### src/design/audio_pkg.sv
// Shared widths, I2S timing and types for the PSG audio output path.
// All logic assumes one clock domain, clk_sys.
// The I2S bit clock is derived from clk_sys and is not a true clock net.

package audio_pkg;

	//////////////////////////////////////////////////////////////////////
	// Widths
	//////////////////////////////////////////////////////////////////////

	// One PSG tone channel, unsigned
	localparam int PSG_CH_W = 12;

	// One output sample per side
	localparam int SAMPLE_W = 16;

	//////////////////////////////////////////////////////////////////////
	// I2S timing
	//////////////////////////////////////////////////////////////////////

	// clk_sys cycles per half bit clock, so bck = clk_sys/8
	localparam int I2S_HALF_BCK = 4;

	// Bit clocks per stereo frame, one 16-bit word per side
	localparam int I2S_FRAME_BITS = 32;

	// Counter widths derived from the timing above
	localparam int I2S_DIV_W = $clog2(I2S_HALF_BCK);
	localparam int I2S_BIT_W = $clog2(I2S_FRAME_BITS);

	//////////////////////////////////////////////////////////////////////
	// Types
	//////////////////////////////////////////////////////////////////////

	// Code 3 is not named and mixes as ACB
	typedef enum logic [1:0] {
		STEREO_MONO = 2'd0,
		STEREO_ABC  = 2'd1,
		STEREO_ACB  = 2'd2
	} stereo_mode_t;

	typedef struct packed {
		logic [PSG_CH_W-1:0] ch_a;
		logic [PSG_CH_W-1:0] ch_b;
		logic [PSG_CH_W-1:0] ch_c;
	} psg_channels_t;

	typedef struct packed {
		logic [SAMPLE_W-1:0] left;
		logic [SAMPLE_W-1:0] right;
	} stereo_sample_t;

endpackage

### src/design/psg_stereo_mixer.sv
// Mixes three unsigned PSG channels into a stereo pair of 16-bit samples.
// Two register stages, so inputs show on sample_o two edges later.
// Mode code 3 is treated as ACB.

`timescale 1ns/100ps

module psg_stereo_mixer (
	input  logic                       clk_sys,
	input  logic                       reset_i,
	input  audio_pkg::psg_channels_t   psg_i,
	input  audio_pkg::stereo_mode_t    stereo_mode_i,
	output audio_pkg::stereo_sample_t  sample_o
);

	// Input stage
	audio_pkg::psg_channels_t psg_q;
	audio_pkg::stereo_mode_t  mode_q;

	// Unsigned sums, one bit of growth per pair and two for all three
	logic [audio_pkg::PSG_CH_W:0]   sum_ab;
	logic [audio_pkg::PSG_CH_W:0]   sum_ac;
	logic [audio_pkg::PSG_CH_W:0]   sum_bc;
	logic [audio_pkg::PSG_CH_W+1:0] sum_abc;

	audio_pkg::stereo_sample_t mix_d;

	//////////////////////////////////////////////////////////////////////
	// Stage 1, register channels and mode
	//////////////////////////////////////////////////////////////////////

	always_ff @(posedge clk_sys) begin
		if (reset_i) begin
			psg_q  <= '0;
			mode_q <= audio_pkg::STEREO_MONO;
		end else begin
			psg_q  <= psg_i;
			mode_q <= stereo_mode_i;
		end
	end

	//////////////////////////////////////////////////////////////////////
	// Sums and mode select
	//////////////////////////////////////////////////////////////////////

	always_comb begin
		sum_ab  = {1'b0, psg_q.ch_a} + {1'b0, psg_q.ch_b};
		sum_ac  = {1'b0, psg_q.ch_a} + {1'b0, psg_q.ch_c};
		sum_bc  = {1'b0, psg_q.ch_b} + {1'b0, psg_q.ch_c};
		sum_abc = {2'b00, psg_q.ch_a} + {2'b00, psg_q.ch_b} + {2'b00, psg_q.ch_c};
	end

	// Scale each sum up to full sample width
	always_comb begin
		case (mode_q)
			audio_pkg::STEREO_MONO: begin
				mix_d.left  = {sum_abc, 2'b00};
				mix_d.right = {sum_abc, 2'b00};
			end
			audio_pkg::STEREO_ABC: begin
				mix_d.left  = {sum_ab, 3'b000};
				mix_d.right = {sum_bc, 3'b000};
			end
			default: begin
				// ACB, also taken for code 3
				mix_d.left  = {sum_ac, 3'b000};
				mix_d.right = {sum_bc, 3'b000};
			end
		endcase
	end

	// Stage 2, register the stereo sample
	always_ff @(posedge clk_sys) begin
		if (reset_i) begin
			sample_o <= '0;
		end else begin
			sample_o <= mix_d;
		end
	end

endmodule

### src/design/sigma_delta_dac.sv
// First-order sigma-delta DAC for one unsigned 16-bit sample.
// The output bit needs an external RC low-pass filter.
// Pulse density is sample/65536, so full scale never reaches all ones.

`timescale 1ns/100ps

module sigma_delta_dac (
	input  logic                          clk_sys,
	input  logic                          reset_i,
	input  logic [audio_pkg::SAMPLE_W-1:0] sample_i,
	output logic                          dac_o
);

	// Low part of the accumulator, carry goes out as the DAC bit
	logic [audio_pkg::SAMPLE_W-1:0] acc_q;
	logic [audio_pkg::SAMPLE_W:0]   acc_sum;

	always_comb begin
		acc_sum = {1'b0, acc_q} + {1'b0, sample_i};
	end

	always_ff @(posedge clk_sys) begin
		if (reset_i) begin
			acc_q <= '0;
			dac_o <= 1'b0;
		end else begin
			acc_q <= acc_sum[audio_pkg::SAMPLE_W-1:0];
			// Carry out of the add is the pulse
			dac_o <= acc_sum[audio_pkg::SAMPLE_W];
		end
	end

endmodule

### src/design/i2s_serializer.sv
// I2S transmitter, 16 bits per side, bit clock is clk_sys/8.
// Data and lrck change on the falling bit clock; sample on the rising one.
// A frame is latched when lrck goes low and sent with the sign bit inverted.
// The clocks run free from reset; there is no enable.

`timescale 1ns/100ps

module i2s_serializer (
	input  logic                      clk_sys,
	input  logic                      reset_i,
	input  audio_pkg::stereo_sample_t sample_i,
	output logic                      bck_o,
	output logic                      lrck_o,
	output logic                      data_o
);

	// Bit clock divider
	logic [audio_pkg::I2S_DIV_W-1:0] div_cnt;
	logic                            div_last;
	logic                            bck_fall;

	// Position within the frame, counted on falling bit clocks
	logic [audio_pkg::I2S_BIT_W-1:0] bit_cnt;
	logic                            frame_start;

	// Frame shift register, left word in the upper half
	audio_pkg::stereo_sample_t frame_in;
	logic [audio_pkg::I2S_FRAME_BITS-1:0] shift_q;

	//////////////////////////////////////////////////////////////////////
	// Bit clock
	//////////////////////////////////////////////////////////////////////

	assign div_last = (div_cnt == audio_pkg::I2S_DIV_W'(audio_pkg::I2S_HALF_BCK - 1));

	// Next toggle takes bck from high to low
	assign bck_fall = div_last && bck_o;

	always_ff @(posedge clk_sys) begin
		if (reset_i) begin
			div_cnt <= '0;
			bck_o   <= 1'b0;
		end else if (div_last) begin
			div_cnt <= '0;
			bck_o   <= ~bck_o;
		end else begin
			div_cnt <= div_cnt + 1'b1;
		end
	end

	//////////////////////////////////////////////////////////////////////
	// Framing
	//////////////////////////////////////////////////////////////////////

	// Left word starts on the first falling edge after reset
	assign frame_start = (bit_cnt == '0);

	// Offset binary to two's complement by flipping the MSB
	always_comb begin
		frame_in.left  = {~sample_i.left[audio_pkg::SAMPLE_W-1],
			sample_i.left[audio_pkg::SAMPLE_W-2:0]};
		frame_in.right = {~sample_i.right[audio_pkg::SAMPLE_W-1],
			sample_i.right[audio_pkg::SAMPLE_W-2:0]};
	end

	always_ff @(posedge clk_sys) begin
		if (reset_i) begin
			bit_cnt <= '0;
			lrck_o  <= 1'b0;
			data_o  <= 1'b0;
			shift_q <= '0;
		end else if (bck_fall) begin
			bit_cnt <= bit_cnt + 1'b1;
			// High for the second half, so it leads each MSB by one bit
			lrck_o  <= (bit_cnt >= audio_pkg::I2S_BIT_W'(audio_pkg::I2S_FRAME_BITS / 2));
			// Last bit of the previous frame goes out with the new load
			data_o  <= shift_q[audio_pkg::I2S_FRAME_BITS-1];
			if (frame_start) begin
				shift_q <= frame_in;
			end else begin
				shift_q <= {shift_q[audio_pkg::I2S_FRAME_BITS-2:0], 1'b0};
			end
		end
	end

endmodule

### src/design/psg_audio_out.sv
// Audio output path: PSG stereo mixer, two sigma-delta DACs and I2S.
// Inputs are plain levels in the clk_sys domain; no handshake.
// Reset is synchronous and clears every output to low.

`timescale 1ns/100ps

module psg_audio_out (
	input  logic                     clk_sys,
	input  logic                     reset_i,
	input  audio_pkg::psg_channels_t psg_i,
	input  audio_pkg::stereo_mode_t  stereo_mode_i,
	output logic                     audio_l_o,
	output logic                     audio_r_o,
	output logic                     i2s_bck_o,
	output logic                     i2s_lrck_o,
	output logic                     i2s_data_o
);

	// Mixed stereo sample shared by the DACs and the I2S side
	audio_pkg::stereo_sample_t mix_sample;

	//////////////////////////////////////////////////////////////////////
	// Mixer
	//////////////////////////////////////////////////////////////////////

	psg_stereo_mixer i_mixer (
		.clk_sys       (clk_sys),
		.reset_i       (reset_i),
		.psg_i         (psg_i),
		.stereo_mode_i (stereo_mode_i),
		.sample_o      (mix_sample)
	);

	//////////////////////////////////////////////////////////////////////
	// One-bit DACs
	//////////////////////////////////////////////////////////////////////

	sigma_delta_dac i_dac_l (
		.clk_sys  (clk_sys),
		.reset_i  (reset_i),
		.sample_i (mix_sample.left),
		.dac_o    (audio_l_o)
	);

	sigma_delta_dac i_dac_r (
		.clk_sys  (clk_sys),
		.reset_i  (reset_i),
		.sample_i (mix_sample.right),
		.dac_o    (audio_r_o)
	);

	// I2S stream
	i2s_serializer i_i2s (
		.clk_sys  (clk_sys),
		.reset_i  (reset_i),
		.sample_i (mix_sample),
		.bck_o    (i2s_bck_o),
		.lrck_o   (i2s_lrck_o),
		.data_o   (i2s_data_o)
	);

endmodule

### config.mk
export PLATFORM = sky130hd
export DESIGN_NAME = psg_audio_out
export DESIGN_NICKNAME = d
export VERILOG_FILES = /design/src/design/audio_pkg.sv /design/src/design/psg_stereo_mixer.sv /design/src/design/sigma_delta_dac.sv /design/src/design/i2s_serializer.sv /design/src/design/psg_audio_out.sv
export SDC_FILE = /design/constraint.sdc
export NUM_CORES = 1
export LEC_CHECK = 0
export BUFFER_PORTS_ARGS = -buffer_cell sky130_fd_sc_hd__buf_2
export CAP_MARGIN = 20
export CORE_MARGIN = 5
export CORE_UTILIZATION = 67
export DETAILED_ROUTE_END_ITERATION = 12
export PLACE_DENSITY = 0.86
export SLEW_MARGIN = 10
export SYNTH_ARGS = -nofsm -noshare
export SYNTH_HDL_FRONTEND = slang
export SYNTH_HIERARCHICAL = 1
export SYNTH_SLANG_ARGS = --single-unit
### constraint.sdc
create_clock -name clk_sys -period 6.47 [get_ports clk_sys]
set_input_delay 1.294 -clock clk_sys [delete_from_list [all_inputs] [get_ports clk_sys]]
set_output_delay 1.294 -clock clk_sys [all_outputs]
set_load 0.01 [all_outputs]
After elaboration in Yosys (flattened, before gate mapping)
Index checks and enable logic that the tools add are counted.

word-level totals
  register bits = 146
  bits in latches = 0
  RAM bits = 0
  memory bits (read-only) = 0
  bits of input ports = 40
  memories kept = 0

operators by class
  add/sub/neg operators = 9
  multiply operators = 0
  divide/modulo/power cells = 0
  magnitude comparators = 1
  eq/ne operators = 2
  shifts and indexed selects = 0
  muxes and demuxes = 2
  bitwise logic cells = 3
  reductions and logical operators = 4

operator list
  kind                                                                    number
  32-bit one-hot mux with 2 select lines                                  1
  12-bit by 12-bit adder with 13-bit output                               4
  16-bit by 16-bit adder with 17-bit output                               2
  32-bit 2-to-1 mux                                                       1
  14-bit by 12-bit adder with 14-bit output                               1
  5-bit by 1-bit adder with 5-bit output (second input constant)          1
  5-bit >= comparator (second input constant)                             1
  5-bit zero test                                                         1
  1-bit inverter                                                          3
  2-bit by 1-bit adder with 2-bit output (second input constant)          1
  2-bit by 1-bit equality test with 1-bit output (second input constant)  1
  2-bit equality test (second input constant)                             1
  2-bit zero test                                                         1
  2-bit OR reduction                                                      1
  1-bit logical AND                                                       1

Logic depth before layout (Yosys ltp)
Gate-level depths: netlist of run 1.

  word-level depth = 3
  depth in mapped cells = 13
  mapped depth without buffers = 12

Cells and area by module
Netlist of run 1, hierarchy kept.

by module, submodules not included
  module                     times used  cells an instance  area each (um2)  seq. area each (um2)
  psg_stereo_mixer           1           384                3,726.1          1,301.2
  i2s_serializer             1           185                1,861.8          840.8
  sigma_delta_dac (i_dac_r)  1           138                1,229.9          340.3
  sigma_delta_dac (i_dac_l)  1           132                1,197.4          340.3

Worst setup path before layout of run 1
OpenSTA, ideal clock, no wires.

  path kind = register -> register
  from = register i_mixer.mode_q[0]
  to = register i_mixer/sample_o[31] (netlist bit)
  setup time = 0.125 ns
  data arrival time = 2.647 ns
  setup slack = 3.698 ns
  cell stages (with the launch flop) = 10
  path buffers = 1
  period minus slack after synthesis = 2.772 ns
  path through = dfxtp_1 > nor2b_1 > clkbuf_1 > mux2_2 > ha_1 > or3_1 > o22a_1 > a21oi_2 > nor2_1 > o41a_1

between the ends
  longest elaborated chain between the ends = 2

RTL lines
  element                                                                                   RTL line                source
  start, declared                                                                           psg_stereo_mixer.sv:17  audio_pkg::stereo_mode_t mode_q;
  start signal, assigned                                                                    psg_stereo_mixer.sv:34  mode_q <= audio_pkg::STEREO_MONO;
  start signal, assigned                                                                    psg_stereo_mixer.sv:37  mode_q <= stereo_mode_i;
  2-bit by 1-bit equality test with 1-bit output / 2-bit zero test (equally long branches)  psg_stereo_mixer.sv:54  case (mode_q)
  32-bit one-hot mux with 2 select lines (*)                                                psg_stereo_mixer.sv:54
  end signal, assigned                                                                      psg_stereo_mixer.sv:76  sample_o <= mix_d;
  end, declared                                                                             psg_stereo_mixer.sv:12  output audio_pkg::stereo_sample_t sample_o

Every way passes the cells marked *; elsewhere a longest branch is shown, timed or not.
A chain may end at the register's enable or synchronous reset.

Worst setup path in the final report of run 1
  from = register i_mixer.mode_q[0]
  to = register i_mixer/sample_o[30] (netlist bit)

The elaborated chain is that of the path after synthesis.

==> results.yml, run 1 <==
status:
  status: "finished, final reports clean"
worst_setup_path:
  timing.rr.start: "i_mixer/mode_q[0]"
  cp.required_ns: 6.77
  worstSetupStartpointType: "register"
  reg2reg_to: "i_mixer/sample_o[30]"
  crit_type: "reg2reg"
  crit_slowest_cell: "nor2b_1"
  worstSetupEndpoint: "i_mixer/sample_o[30]"
  crit_arrival_ns: 3.62
  cp-startpoint: "i_mixer/mode_q[0]"
  r2r_setup_slack_ns: 3.15
  endpoint_kind: "register"
  max_stage_delay_ns: 0.86
  crit_chain: "nor2b_1, mux2_2, ha_1, a211oi_1, o21bai_1, o22ai_1, o21ai_0, xnor2_1, o2bb2ai_1"
  worstPathMaxFanout: 13
  rr_worst_depth: 9
sta:
  slew_violations: 0
  whs_ns: 0.422
  hold_viol_final: 0
  worstMarginPinSlew_ns: 1.10
  setup_tns_ns: 0
  period_share_pct: 51.3
  clock_skew_ns: 0.00713
  finalWorstPathRequiredPeriod_ns: 3.32
  fmax_mhz: 301
  rsz0062_at_grt: "no"
  setup_viol: 0
  max_slew_margin_pct: 26.7
yosys:
  synth_top_cell_by_area: "dfxtp_1"
  synthAdderAreaFrac_pct: 15.2
  synth_top_family_by_area: "compound AO/OA/AOI/OAI gates"
  synth-simple-area-share_pct: 14.5
  ys_types: 75
  synthTopCellsByCount: "dfxtp_1, nand2_1, ha_1, nor2_1, a21oi_1"
  yosysMostFrequentCell: "dfxtp_1"
  synth_top_area_share_pct: 35.2
  ys_seq_elements: 141
  netlist_area_um2: 8020
  synth_edf_count: 0
  synthMuxAreaShare_pct: 6.60
  synth_compound_area_share_pct: 20.0
  synthCells: 839
  synth-xor-area-share_pct: 5.03
  synth_area_per_cell_um2: 9.55
  yosysWarnings: 6
  ys_seq_area_share_pct: 35.2
  ys_async_sr_fraction_pct: 0
  yosys-top-cells-area: "dfxtp_1, ha_1, fa_1, nor2b_1, mux2i_1"
  ys.flop_type: "dfxtp_1"
global_route:
  grt_pass1_vias: 6216
  track_usage_pct: 25.0
  antenna_found_initial: 0
  grt_max_degree: 60
  overflow: 0
  grt_pass1_wl_um: 29100
place:
  placed_cells: 1001
  gp_congestion: 0.888
  port_buffers: 44
  dpl.hpwl_um: 12800
finish:
  fin_util_pct: 74.9
  area_growth_pct: 10.9
  diodes: 0
  fillerInstances: 818
  fin_cells: 1033
  layout-drive-gt1-share_pct: 16.7
  final_nets: 1000
pwr:
  power_switching_w: 0.000814
  intPower_w: 0.00190
  p_leak_nw: 4.05
  switching_share_pct: 30.0
  peakVddDrop_mv: 0.183
  clkPwrFrac_pct: 37.2
  power_density_nw_per_um2: 305
  seq_power_share_pct: 37.9
  pwr-share-comb_pct: 24.8
clock_network:
  clk_pin_slew_ns: 0.06
  htree_levels: 4
  clock_sinks: 141
  ctsResizeCount: 0
  holdBufCountCts: 0
  cts_tree: "built"
  insertion_delay_ns: 0.42
  clockRootBuffer: "clkbuf_16"
  cts_setup_buffers: 0
  numCtsBuffers: 17
  clockBufferDepth: 2
drt:
  ant_nets: 0
  drc: 0
  vias: 6193
  wl_per_cell_um: 16.8
  drt_iter0_drc: 541
  vias_per_cell: 6.00
  wl_um: 17400
  drtPass1Iterations: 5
die:
  die_width_um: 119
  ios: 45
  dieArea_um2: 14300
  core_area_um2: 11900
  initial_core_util_pct: 67.6
  fp-row-count: 40
  fp.dieH_um: 119
hold_path:
  min_path_type: "reg2reg"
  hold_path.startpoint: "i_i2s/div_cnt[0]"
run:
  cap_viol_max_count: 0
## through the flow
step / setup slack, ns / total power [W] / area (µm²)
after CTS: 3.18 / 0.00272 / 8890
final: 3.15 / 0.00271 / 8890
after detailed placement: 3.25 / 0.00170 / 8270
after global placement: 3.36 / 0.00166 / 8270
after floorplan: 3.70 / 0.00155 / 8030
after global routing: 2.90 / 0.00285 / 8890
## registers in the layout (all words and copies together) (netlist names), 2 cells and up
register	count
i_dac_l/acc_q	16
i_mixer/mode_q	2
i_dac_r/acc_q	16
i_i2s/shift_q	32
i_mixer/sample_o	27
i_mixer/psg_q	36
i_i2s/bit_cnt	5
i_i2s/div_cnt	2
## layout by cell type (no fill, tap or decap), types with 5 or more instances in the layout
master and count:
dfxtp_1 141, nand2_1 74, ha_1 70, nor2_1 59
a21oi_1 56, nor2b_1 52, buf_2 43, o21ai_2 30
mux2i_1 30, inv_1 23, xor2_1 23, xnor2_1 23
a21o_1 21, o21ai_0 19, clkbuf_16 17, fa_1 17
o21ai_1 14, mux2_2 13, nand3_1 9, nand2b_1 9
o211ai_1 7, a211oi_1 7, mux2_1 6, o21a_1 6
o21bai_1 6, or3_1 6, nor3_1 5, nand4_1 5
## critical path: cells and delay by family, from the launching register on
family                   cells  cell delay (ns)
AO/OA/AOI/OAI                5             1.10
AND/OR/NAND/NOR              1             0.86
multiplexers                 1             0.44
flip-flops                   1             0.34
adder cells (fa/ha/maj)      1             0.29
XOR/XNOR                     1             0.17
## routing by layer
| metal | share of wire, % | track usage [%] | up-vias |
|---|---|---|---|
| met5 | 0 | 0 | - |
| met4 | 3.2 | 11.0 | 0 |
| met3 | 5.7 | 5.03 | 49 |
| met2 | 49 | 43.4 | 223 |
| met1 | 42 | 29.9 | 2890 |
| li1 | - | - | 3031 |
## worst min path at each step
| stage | to | slack (ns) | cells after the start |
|---|---|---|---|
| floorplan | i_i2s/div_cnt[0] | 0.40 | 1 |
| global placement | i_i2s/div_cnt[0] | 0.42 | 1 |
| CTS | i_i2s/div_cnt[0] | 0.43 | 1 |
| detailed placement | i_i2s/div_cnt[0] | 0.42 | 1 |
| global route | i_i2s/div_cnt[0] | 0.46 | 1 |
| finish | i_i2s/div_cnt[0] | 0.42 | 1 |
## power by group through the flow
stage / Clock, W / Combinational, W / Sequential [W]
finish: 0.00101 / 0.000673 / 0.00103
global route: 0.00106 / 0.000748 / 0.00104
CTS: 0.00102 / 0.000664 / 0.00103
detailed placement: 0 / 0.000655 / 0.00105
global placement: 0 / 0.000622 / 0.00104
floorplan: 0 / 0.000536 / 0.00102
## area by class of cell
cell class	instances	area, µm²	share of cell area [%]
tap	147	184	2.07
inverter	23	86.3	0.971
sequential	141	2820	31.8
multi-input combinational	643	4930	55.5
timing repair buffer	47	245	2.76
clock inverter	10	136	1.53
clock buffer	22	484	5.45
## cell families (layout without fill, tap and decap cells)
kind of cell             Yosys count  in the layout
XOR/XNOR                          46             46
buffers and inverters             58            102
flip-flops                       141            141
other                              1              4
adder cells (fa/ha/maj)           87             87
multiplexers                      50             50
AND/OR/NAND/NOR                  237            237
AO/OA/AOI/OAI                    219            219
(Power assumes the default switching activity.)
==> run 2, diff against run 1 <==
- ABC_AREA: default -> 1
- CORE_UTILIZATION: 67 -> 57
- PLACE_DENSITY: 0.86 -> 0.78
- clock period: 6.47 -> 2.85 ns (I/O delays scaled with it)
==> run 2 against run 1 <==
Compared with the run above: non-clock buffer count grew 3; die area is 31% higher; first-iteration DRC count up 23%; clock-buffer cell count is 2 lower; combinational power is 110% higher; sequential cell count did not move; routed wire length is 23% higher; register-to-register slack got worse by 3.0 ns; synthesized area up 14%; synthesized cell count rose by 62%; hold slack worse by 0.079 ns; critical endpoint is now i_mixer/sample_o[9].
==> results.yml, run 2 <==
finish:
  final_nets: 1521
  largest_reg_flops: 36
  fin_cells: 1623
  final_cell_mix: "nand2_1, inv_1, dfxtp_1"
  fin_util_pct: 64.2
  area_growth_pct: 10.8
  regMostFlops: "i_mixer/psg_q"
  diodes: 0
  final_common_cell: "nand2_1"
  reg_top3: "i_mixer/psg_q x36, i_i2s/shift_q x32, i_mixer/sample_o x27"
  fin_area_um2: 10200
  layout-drive-gt1-share_pct: 11.2
sta:
  period_share_pct: 95.2
  max_slew_margin_pct: 61.6
  clock_skew_ns: 0.00745
  finalWorstPathRequiredPeriod_ns: 2.71
  setup_viol: 0
  setup_tns_ns: 0
  rsz0062_at_grt: "no"
  fmax_mhz: 368
  worstMarginPinSlew_ns: 0.573
  slew_violations: 0
  hold_viol_final: 0
run:
  cap_viol_max_count: 0
pwr:
  design_power_total_w: 0.00612
  pwr-share-comb_pct: 23.4
  switching_share_pct: 30.9
  power_density_nw_per_um2: 603
  seq_power_share_pct: 37.1
  peakVddDrop_mv: 0.497
  intPower_w: 0.00423
  p_leak_nw: 5.43
  clkPwrFrac_pct: 39.4
  power_switching_w: 0.00189
yosys:
  netlist_area_um2: 9180
  synth_edf_count: 0
  yosysWarnings: 6
  ys_async_sr_fraction_pct: 0
  synth_top_area_share_pct: 30.8
  ys_seq_elements: 141
  yosys-top-cells-area: "dfxtp_1, nand2_1, ha_1, inv_1, nand3_1"
  synth_area_per_cell_um2: 6.77
  synthCells: 1355
  ys_types: 42
  synthTopCellsByCount: "nand2_1, inv_1, dfxtp_1, nor2_1, nand3_1"
  ys.flop_type: "dfxtp_1"
  ys_seq_area_share_pct: 30.8
  yosysMostFrequentCell: "nand2_1"
  synth_top_cell_by_area: "dfxtp_1"
clock_network:
  htree_levels: 4
  insertion_delay_ns: 0.42
  clockRootBuffer: "clkbuf_16"
  numCtsBuffers: 17
  cts_setup_buffers: 0
  clockBufferDepth: 2
  clock_sinks: 141
  clk_pin_slew_ns: 0.06
  cts_tree: "built"
place:
  placed_cells: 1591
  dpl.hpwl_um: 16000
  port_buffers: 44
  dpl_cell_area_um2: 9510
  gp_congestion: 0.957
worst_setup_path:
  r2r_setup_slack_ns: 0.14
  cp_common_cell: "nand2_1"
  worstSetupStartpointType: "register"
  endpoint_kind: "register"
  critPathTopFamily: "adder cells"
  cp.required_ns: 3.17
  worstPathMaxFanout: 4
  crit_slowest_cell: "fa_1"
  crit_arrival_ns: 3.04
  crit_buf_inv: 1
  crit_chain: "fa_1, ha_1, fa_1, nand2_2, nor2_2, nor2_2, inv_2, nand2_1, nand2_1, nand2_1, nand3_1, a21oi_1"
  crit_type: "reg2reg"
  max_stage_delay_ns: 0.50
die:
  die_width_um: 137
  core_area_um2: 15800
  fp.dieH_um: 137
  fp-row-count: 46
  dieArea_um2: 18700
  ios: 45
  initial_core_util_pct: 58.0
global_route:
  antenna_found_initial: 0
  grt_max_degree: 67
  grt_pass1_vias: 7751
  grt_pass1_wl_um: 35800
  overflow: 0
  track_usage_pct: 24.1
drt:
  ant_nets: 0
  wl_per_cell_um: 13.2
  drtPass1Iterations: 5
  vias: 8234
  vias_per_cell: 5.07
  drt_iter0_drc: 663
  wl_um: 21500
  drc: 0
status:
  status: "finished, final reports clean"
hold_path:
  min_path_type: "in2reg"
==> run 2: cell types whose count changed in the layout (fill, tap and decap cells not counted), sizes merged, moves of 22 or more <==
cell,before,now
inv,23,227
nor2b,52,0
nand2,74,425
nand3b,0,38
xor2,23,0
nor2,60,136
nand3,9,107
a21o,22,0
o21ai,63,24
xnor2,23,1
mux2i,30,0
==> run 2: final timing paths <==
path                           from                   to  cells after the start
setup / recovery  i_mixer/psg_q[13]  i_mixer/sample_o[9]                     12
hold / removal             psg_i[4]     i_mixer/psg_q[4]                      3
setup reg to reg  i_mixer/psg_q[13]  i_mixer/sample_o[9]                     12
hold reg to reg    i_i2s/div_cnt[0]     i_i2s/div_cnt[0]                      1
==> run 2: worst min-delay path: cells and delay by family <==
kind / cells / cell delay, ns
buffers and inverters: 2 / 0.10
and+or+nand+nor: 1 / 0.06
==> run 2: per-stage QoR <==
stage / worst slack (ns) / hold WS (ns)
after floorplan: 0.656 / 0.400
after global placement: 0.255 / 0.413
after detailed placement: 0.253 / 0.425
after CTS: 0.186 / 0.329
after global routing: 0.0253 / 0.345
final: 0.136 / 0.343
==> run 2: layer usage <==
metal  GRT usage [%]  up-vias  share of wire [%]
met5               0        -                  0
met4            10.2        0                3.6
met3            3.86       54                5.7
met2            41.7      261                 47
met1            29.7     3611                 43
li1                -     4308                  -
==> run 2: cells by family (layout without fill, tap and decap cells) <==
group           after synthesis  after routing  synth area share [%]
buf+inv                     258            307                  11.7
fa+ha+maj                    87             87                  13.3
mux                          10             10                  1.23
flops                       141            141                  30.8
compound gates              110            110                  6.45
xor+xnor                      1              1                0.0955
simple gates                747            747                  36.5
other cells                   1              4                0.0409
==> run 2: final cells by class <==
type | instances | area (µm²)
Clock buffer | 20 | 467
Timing Repair Buffer | 50 | 278
Clock inverter | 12 | 184
Tap cell | 216 | 270
Multi-Input combinational cell | 959 | 5300
Inverter | 225 | 847
Fill cell | 1417 | 5660
Sequential cell | 141 | 2820
==> run 2: repair_timing <==
item | 4_1_cts | 5_1_grt
endpoints found under the setup margin | 0 | 1
resized for setup | 0 | 1
hold buffers | 0 | 0
==> run 2: power by group through the flow <==
| stage | Clock (W) | Sequential, W | Combinational, W |
|---|---|---|---|
| after floorplan | 0 | 0.00227 | 0.00112 |
| after global placement | 0 | 0.00231 | 0.00137 |
| after detailed placement | 0 | 0.00232 | 0.00140 |
| after CTS | 0.00246 | 0.00227 | 0.00142 |
| after global routing | 0.00256 | 0.00229 | 0.00164 |
| final | 0.00242 | 0.00227 | 0.00144 |
